==> src/rca_grid_pkg.sv <==
package rca_grid_pkg;

    // Datapath width, matches the core register file
    localparam int XLEN = 32;

    // Grid geometry
    localparam int GRID_NUM_ROWS = 4;

    // Core operand and result ports
    localparam int NUM_READ_PORTS = 2;
    localparam int NUM_WRITE_PORTS = 2;

    // Entries per writeback FIFO
    localparam int WB_FIFO_DEPTH = 4;

    // One data word
    typedef logic [XLEN-1:0] xlen_t;

    // Data word with its valid strobe
    // Row results, FIFO entries and write port outputs all use this
    typedef struct packed {
        logic  valid;
        xlen_t data;
    } grid_token_t;

endpackage

==> src/rca_config_pkg.sv <==
package rca_config_pkg;

    // Mux inputs per row: rs0, rs1 and the row above
    localparam int IO_UNIT_MUX_INPUTS = 3;
    localparam int IO_SEL_W = $clog2(IO_UNIT_MUX_INPUTS);

    // Select values 0 and 1 pick a core operand, 2 picks the chain
    typedef logic [IO_SEL_W-1:0] io_sel_t;

    // IO unit operation
    localparam int IO_OP_W = 2;
    typedef logic [IO_OP_W-1:0] io_op_t;

    localparam io_op_t IO_OP_PASS = 2'd0;
    localparam io_op_t IO_OP_NEG  = 2'd1;
    localparam io_op_t IO_OP_SHL1 = 2'd2;
    localparam io_op_t IO_OP_INC  = 2'd3;

    // Index of a grid row
    localparam int ROW_SEL_W = $clog2(rca_grid_pkg::GRID_NUM_ROWS);
    typedef logic [ROW_SEL_W-1:0] row_sel_t;

    // Static grid configuration, 20 bits
    typedef struct packed {
        io_sel_t  [rca_grid_pkg::GRID_NUM_ROWS-1:0]   io_mux_sel;
        io_op_t   [rca_grid_pkg::GRID_NUM_ROWS-1:0]   io_op;
        row_sel_t [rca_grid_pkg::NUM_WRITE_PORTS-1:0] wb_row_sel;
    } rca_grid_cfg_t;

endpackage

==> src/grid_io_block.sv <==
`timescale 1ns/1ps

module grid_io_block (
    input  logic                        clk,
    input  logic                        arst_n,
    input  rca_grid_pkg::grid_token_t   in_token,
    input  rca_config_pkg::io_op_t      op,
    output rca_grid_pkg::grid_token_t   out_token
);

    rca_grid_pkg::xlen_t op_result;
    rca_grid_pkg::xlen_t data_q;
    logic                valid_q;

    // One-cycle operation on the selected input
    always_comb begin
        op_result = in_token.data;
        case (op)
            rca_config_pkg::IO_OP_PASS: op_result = in_token.data;
            rca_config_pkg::IO_OP_NEG:  op_result = -in_token.data;
            rca_config_pkg::IO_OP_SHL1: op_result = in_token.data << 1;
            rca_config_pkg::IO_OP_INC:  op_result = in_token.data + 1'b1;
            default:                    op_result = in_token.data;
        endcase
    end

    // Valid follows the input every cycle
    always_ff @(posedge clk or negedge arst_n) begin
        if (!arst_n) begin
            valid_q <= 1'b0;
        end else begin
            valid_q <= in_token.valid;
        end
    end

    // Result only captured for a valid operand
    always_ff @(posedge clk) begin
        if (in_token.valid) begin
            data_q <= op_result;
        end
    end

    assign out_token.valid = valid_q;
    assign out_token.data  = data_q;

    // A valid operand needs a defined operation or the row result is garbage
    a_op_known: assert property (
        @(posedge clk) disable iff (!arst_n)
        in_token.valid |-> !$isunknown(op)
    ) else $error("grid_io_block: unknown op with valid input");

endmodule

==> src/rca_pr_grid.sv <==
`timescale 1ns/1ps

module rca_pr_grid (
    input  logic                          clk,
    input  logic                          arst_n,
    input  rca_grid_pkg::xlen_t           rs_vals [rca_grid_pkg::NUM_READ_PORTS],
    input  logic [rca_grid_pkg::GRID_NUM_ROWS-1:0] data_valid,
    input  rca_config_pkg::rca_grid_cfg_t cfg,
    output rca_grid_pkg::grid_token_t     row_tokens [rca_grid_pkg::GRID_NUM_ROWS]
);

    genvar k;

    generate
        for (k = 0; k < rca_grid_pkg::GRID_NUM_ROWS; k++) begin : g_row
            rca_grid_pkg::grid_token_t mux_in [rca_config_pkg::IO_UNIT_MUX_INPUTS];
            rca_grid_pkg::grid_token_t chain_in;
            rca_grid_pkg::grid_token_t sel_token;

            // First row has nothing above it
            if (k == 0) begin : g_chain_first
                assign chain_in = '0;
            end else begin : g_chain_prev
                assign chain_in = row_tokens[k-1];
            end

            // Core operands share this row's valid strobe
            always_comb begin
                for (int i = 0; i < rca_grid_pkg::NUM_READ_PORTS; i++) begin
                    mux_in[i].valid = data_valid[k];
                    mux_in[i].data  = rs_vals[i];
                end
                for (int j = rca_grid_pkg::NUM_READ_PORTS;
                     j < rca_config_pkg::IO_UNIT_MUX_INPUTS; j++) begin
                    mux_in[j] = chain_in;
                end
            end

            // Input crossbar, out-of-range selects give an idle row
            always_comb begin
                sel_token = '0;
                if (cfg.io_mux_sel[k] < rca_config_pkg::IO_UNIT_MUX_INPUTS) begin
                    sel_token = mux_in[cfg.io_mux_sel[k]];
                end
            end

            grid_io_block u_io_unit (
                .clk       (clk),
                .arst_n    (arst_n),
                .in_token  (sel_token),
                .op        (cfg.io_op[k]),
                .out_token (row_tokens[k])
            );

            a_sel_in_range: assert property (
                @(posedge clk) disable iff (!arst_n)
                cfg.io_mux_sel[k] < rca_config_pkg::IO_UNIT_MUX_INPUTS
            ) else $error("rca_pr_grid: row %0d mux select out of range", k);
        end
    endgenerate

endmodule

==> src/rca_top.sv <==
`timescale 1ns/1ps

module rca_top (
    input  logic                                     clk,
    input  logic                                     arst_n,
    input  rca_grid_pkg::xlen_t                      rs_vals [rca_grid_pkg::NUM_READ_PORTS],
    input  logic [rca_grid_pkg::GRID_NUM_ROWS-1:0]   data_valid,
    input  rca_config_pkg::rca_grid_cfg_t            cfg,
    input  logic                                     wb_stall,
    output rca_grid_pkg::grid_token_t                rd_tokens [rca_grid_pkg::NUM_WRITE_PORTS],
    output logic [rca_grid_pkg::NUM_WRITE_PORTS-1:0] wb_overflow
);

    rca_grid_pkg::grid_token_t                row_tokens [rca_grid_pkg::GRID_NUM_ROWS];
    rca_grid_pkg::grid_token_t                push_tokens [rca_grid_pkg::NUM_WRITE_PORTS];
    rca_grid_pkg::xlen_t                      fifo_head [rca_grid_pkg::NUM_WRITE_PORTS];
    logic [rca_grid_pkg::NUM_WRITE_PORTS-1:0] fifo_empty;
    logic [rca_grid_pkg::NUM_WRITE_PORTS-1:0] fifo_pop;

    genvar p;

    rca_pr_grid u_grid (
        .clk        (clk),
        .arst_n     (arst_n),
        .rs_vals    (rs_vals),
        .data_valid (data_valid),
        .cfg        (cfg),
        .row_tokens (row_tokens)
    );

    generate
        for (p = 0; p < rca_grid_pkg::NUM_WRITE_PORTS; p++) begin : g_wb
            // Configured row feeds this write port
            assign push_tokens[p] = row_tokens[cfg.wb_row_sel[p]];

            rca_wb_fifo u_fifo (
                .clk        (clk),
                .arst_n     (arst_n),
                .push_token (push_tokens[p]),
                .pop        (fifo_pop[p]),
                .head       (fifo_head[p]),
                .empty      (fifo_empty[p]),
                .overflow   (wb_overflow[p])
            );
        end
    endgenerate

    rca_wb_commit u_commit (
        .clk       (clk),
        .arst_n    (arst_n),
        .head      (fifo_head),
        .empty     (fifo_empty),
        .wb_stall  (wb_stall),
        .pop       (fifo_pop),
        .rd_tokens (rd_tokens)
    );

endmodule

==> src/rca_wb_commit.sv <==
`timescale 1ns/1ps

module rca_wb_commit (
    input  logic                                     clk,
    input  logic                                     arst_n,
    input  rca_grid_pkg::xlen_t                      head [rca_grid_pkg::NUM_WRITE_PORTS],
    input  logic [rca_grid_pkg::NUM_WRITE_PORTS-1:0] empty,
    input  logic                                     wb_stall,
    output logic [rca_grid_pkg::NUM_WRITE_PORTS-1:0] pop,
    output rca_grid_pkg::grid_token_t                rd_tokens [rca_grid_pkg::NUM_WRITE_PORTS]
);

    genvar p;

    generate
        for (p = 0; p < rca_grid_pkg::NUM_WRITE_PORTS; p++) begin : g_port
            logic                valid_q;
            rca_grid_pkg::xlen_t data_q;

            // Drain one entry per cycle unless the core holds writeback
            assign pop[p] = !empty[p] && !wb_stall;

            always_ff @(posedge clk or negedge arst_n) begin
                if (!arst_n) begin
                    valid_q <= 1'b0;
                end else begin
                    valid_q <= pop[p];
                end
            end

            always_ff @(posedge clk) begin
                if (pop[p]) begin
                    data_q <= head[p];
                end
            end

            assign rd_tokens[p].valid = valid_q;
            assign rd_tokens[p].data  = data_q;

            // Every committed write carries a defined value from a written FIFO slot
            a_wb_data_known: assert property (
                @(posedge clk) disable iff (!arst_n)
                rd_tokens[p].valid |-> !$isunknown(rd_tokens[p].data)
            ) else $error("rca_wb_commit: port %0d wrote unknown data", p);
        end
    endgenerate

endmodule

==> src/rca_wb_fifo.sv <==
`timescale 1ns/1ps

module rca_wb_fifo (
    input  logic                      clk,
    input  logic                      arst_n,
    input  rca_grid_pkg::grid_token_t push_token,
    input  logic                      pop,
    output rca_grid_pkg::xlen_t       head,
    output logic                      empty,
    output logic                      overflow
);

    rca_grid_pkg::xlen_t mem [rca_grid_pkg::WB_FIFO_DEPTH];

    logic [$clog2(rca_grid_pkg::WB_FIFO_DEPTH)-1:0]   wr_ptr;
    logic [$clog2(rca_grid_pkg::WB_FIFO_DEPTH)-1:0]   rd_ptr;
    logic [$clog2(rca_grid_pkg::WB_FIFO_DEPTH+1)-1:0] count;
    logic                                             full;
    logic                                             push;

    assign full  = (count == rca_grid_pkg::WB_FIFO_DEPTH);
    assign empty = (count == '0);

    // A pop in the same cycle frees the slot being written
    assign push = push_token.valid && (!full || pop);

    always_ff @(posedge clk or negedge arst_n) begin
        if (!arst_n) begin
            wr_ptr   <= '0;
            rd_ptr   <= '0;
            count    <= '0;
            overflow <= 1'b0;
        end else begin
            if (push) begin
                wr_ptr <= (wr_ptr == rca_grid_pkg::WB_FIFO_DEPTH - 1) ? '0 : wr_ptr + 1'b1;
            end
            if (pop) begin
                rd_ptr <= (rd_ptr == rca_grid_pkg::WB_FIFO_DEPTH - 1) ? '0 : rd_ptr + 1'b1;
            end
            if (push && !pop) begin
                count <= count + 1'b1;
            end else if (!push && pop) begin
                count <= count - 1'b1;
            end
            // Sticky until reset
            if (push_token.valid && !push) begin
                overflow <= 1'b1;
            end
        end
    end

    always_ff @(posedge clk) begin
        if (push) begin
            mem[wr_ptr] <= push_token.data;
        end
    end

    // Show-ahead, oldest entry always visible
    assign head = mem[rd_ptr];

    a_no_pop_empty: assert property (
        @(posedge clk) disable iff (!arst_n)
        pop |-> !empty
    ) else $error("rca_wb_fifo: pop while empty");

endmodule
==> config.mk <==
export PLATFORM = sky130hd
export DESIGN_NAME = rca_top
export DESIGN_NICKNAME = d
export VERILOG_FILES = /design/src/rca_grid_pkg.sv /design/src/rca_config_pkg.sv /design/src/grid_io_block.sv /design/src/rca_pr_grid.sv /design/src/rca_top.sv /design/src/rca_wb_commit.sv /design/src/rca_wb_fifo.sv
export SDC_FILE = /design/constraint.sdc
export NUM_CORES = 1
export LEC_CHECK = 0
export BUFFER_PORTS_ARGS = -buffer_cell sky130_fd_sc_hd__buf_2
export CORE_MARGIN = 4
export CORE_UTILIZATION = 45
export CTS_CLUSTER_DIAMETER = 50
export DETAILED_ROUTE_END_ITERATION = 8
export PLACE_DENSITY = 0.61
export SLEW_MARGIN = 40
export SYNTH_ARGS = -nofsm -noshare
export SYNTH_HDL_FRONTEND = slang
export SYNTH_HIERARCHICAL = 1
export SYNTH_SLANG_ARGS = --single-unit
==> constraint.sdc <==
create_clock -name clk -period 3.47 [get_ports clk]
set_clock_uncertainty 0.05 [all_clocks]
set_input_delay 0.1735 -clock clk [delete_from_list [all_inputs] [get_ports clk]]
set_output_delay 0.1735 -clock clk [all_outputs]
set_load 0.02 [all_outputs]
==> run_results.csv <==
group,metric,value,unit
floorplanning,rows,94,
finish,final_common_cell,"edfxtp_1",
routing,wl,102.7,mm
timing,hold_viol,0,
clocking,clock_sinks,470,
floorplanning,core,0.06598,mm2
setup_path,r2r_start,"u_grid/g_row[0].u_io_unit/data_q[0]",
timing,finalSetupTns,0,ns
min_path,min-delay-path-class,"input pin to flop",
synthesis,ys_seq_elements,470,
timing,fin_crit_sh,0.9366,
timing,min_period,3.250,ns
routing,wire_per_inst,28.61,um
routing,drcViolationCount,0,
routing,firstDrtPassIters,6,
timing,setup_viol,0,
floorplanning,start_util,0.4558,
routing,routed_via_density,6.534,
timing,tightest_slew,0.9051,ns
routing,drtIter0Drc,2955,
timing,maxSlewViolCount,0,
clocking,cts_root_buf,"clkbuf_16",
finish,fillers,5603,
synthesis,syn_inst,2466,
clocking,cts-resized-gates,0,
global_routing,grt.total_usage,0.2828,
finish,mostFrequentLayoutCells,"edfxtp_1, buf_4, mux2i_1",
clocking,cts_buffer_depth,3,
clocking,h-tree-depth,2,
clocking,path_clk_slew,0.06,ns
placed_design,portBuffers,158,
clocking,clock_latency,0.64,ns
setup_path,path_max_fanout,7,
synthesis,yosysSeqAreaShare,0.4656,
synthesis,avgSynthCellArea,12.20,um2
min_path,hp-start,"cfg[11]",
timing,relSlewSlack,0.3944,
placed_design,hpwl,78.02,mm
clocking,cts_made_buffers,61,
global_routing,first_global_vias,22031,
global_routing,gr-total-overflow,0,
run,maxCapViolations,0,
clocking,cts_setup_buffers,0,
global_routing,grt_max_degree,57,
synthesis,syn_area,0.03008,mm2
clocking,ctsHoldBuffers,5,
synthesis,ys_warn_count,6,
setup_path,crit_type,"flop to flop",
setup_path,startpoint_type,"flop",
timing,rsz0062_at_grt,"false",
synthesis,async_flop_share,0.04681,
placed_design,dp_cells,3466,
power,ir_worst_vdd,0.0004115,V
routing,via_count,23452,
setup_path,crit_path_end_kind,"flop",
synthesis,synth_edf_count,448,
synthesis,yosysUniqueCellTypes,73,
floorplanning,dieArea,0.07103,mm2
floorplanning,die_h,266.5,um
finish,fin_cells,3589,
clocking,tritoncts,"yes",
finish,drive_gt1_frac,0.2846,
synthesis,ys.flop_type,"edfxtp_1",
timing,max_clock_freq,307.7,MHz
global_routing,antenna_found_initial,5,
floorplanning,boundaryPins,159,
finish,area_delta_synth_final,14.67,%
power,power.density,569.6,mW/mm2
global_routing,grt_pass1_wl,149.8,mm
finish,fin_nets,2783,
synthesis,synth_nets,2579,
power,p_leak,12.30,nW
placed_design,finalWeightedCongestion,0.9871,
routing,ant_nets,0,
setup_path,critPathRequiredTime,3.75,ns
status,outcome,"finished, final reports clean",
setup_path,crit_start,"u_grid/g_row[0].u_io_unit/data_q[0]",
setup_path,critPathArrivalTime,3.53,ns
floorplanning,die_w,266.5,um
==> sequential cells by signal, indices dropped and copies added (netlist names) <==
signal	cells
g_wb.u_fifo/overflow	2
u_grid/g_row.u_io_unit/valid_q	4
g_wb.u_fifo/wr_ptr	4
g_wb.u_fifo/mem	256
u_commit/g_port.data_q	64
u_commit/g_port.valid_q	2
g_wb.u_fifo/rd_ptr	4
u_grid/g_row.u_io_unit/data_q	128
g_wb.u_fifo/count	6
==> layout make-up <==
cell class / instances / area, um2 / share of cell area
antenna: 5 / 12.51 / 0.0003628
clock buffer: 68 / 1574 / 0.04564
clock inverter: 45 / 491.7 / 0.01426
inverter: 51 / 191.4 / 0.005551
multi-input combinational: 1693 / 14440 / 0.4188
sequential: 470 / 14010 / 0.4062
tap: 864 / 1081 / 0.03135
timing repair buffer: 393 / 2685 / 0.07786
==> cells in the mapped netlist (all sizes together), types with 64 or more instances <==
master / n / area [um2]
a21oi: 72 / 360.4
buf: 136 / 1050
clkbuf: 116 / 435.4
a211oi: 64 / 480.5
edfxtp: 448 / 13450
nor2: 150 / 563.0
o21ai: 74 / 370.4
mux4: 134 / 3040
o2bb2ai: 96 / 1154
mux2i: 196 / 1962
nand2: 144 / 540.5
nor3: 88 / 440.4
==> worst paths after layout <==
path / end / slack [ns] / cells past startpoint
max: u_grid/g_row[1].u_io_unit/data_q[20] / 0.22 / 10
min: u_grid/g_row[3].u_io_unit/data_q[17] / 0.04 / 2
max reg2reg: u_grid/g_row[1].u_io_unit/data_q[20] / 0.22 / 10
min reg2reg: g_wb[0].u_fifo/overflow / 0.41 / 1
max in group asynchronous: g_wb[1].u_fifo/rd_ptr[0] / 2.77 / 2
min in group asynchronous: u_grid/g_row[1].u_io_unit/valid_q / 0.08 / 2
==> cell families after synthesis <==
kind of cell             share of synthesized area
buffers and inverters                      0.05575
AND/OR/NAND/NOR                             0.1316
XOR/XNOR                                   0.02271
AO/OA/AOI/OAI                               0.1418
adder cells (fa/ha/maj)                   0.009652
multiplexers                                0.1728
flip-flops                                  0.4656
==> metal layers <==
layer	vias to the layer above	part of all wire	wire length, um	GRT usage
li1	10236	-	-	-
met1	11664	0.40	41580	0.3985
met2	1322	0.45	45720	0.4371
met3	224	0.10	10490	0.05466
met4	6	0.047	4856	0.1081
met5	-	0.00037	38	0
==> critical path, stage by stage (launching register included) <==
cell and delay (ns):
edfxtp_1 0.48, mux2i_1 0.20, o2bb2ai_1 0.17, inv_1 0.15, ha_1 0.24, nor4b_2 0.56
nand4_1 0.16, buf_4 0.21, or4_1 0.45, a21oi_1 0.19, a221oi_1 0.07
==> metrics by stage <==
step | instance area (um2) | hold slack (ns) | util | setup WS (ns) | total power, W
2_1_floorplan | 30080 | -0.1721 | - | 0.1510 | 0.01165
3_3_place_gp | 32270 | 0.2027 | 0.4891 | 0.2558 | 0.01331
3_5_place_dp | 32350 | 0.2281 | 0.4904 | 0.1188 | 0.01344
4_1_cts | 34470 | 0.009570 | 0.5224 | 0.2918 | 0.01977
5_1_grt | 34480 | 0.02462 | 0.5225 | 0.04289 | 0.02050
6_report | 34490 | 0.03947 | 0.5227 | 0.2200 | 0.01965
==> report_power, final <==
group | switching (W) | internal [W] | total, W
sequential | 0.000546 | 0.00751 | 0.00805
clock | 0.00255 | 0.00376 | 0.00630
combinational | 0.00311 | 0.00217 | 0.00529
No activity file was read; power rests on OpenSTA's default activity.
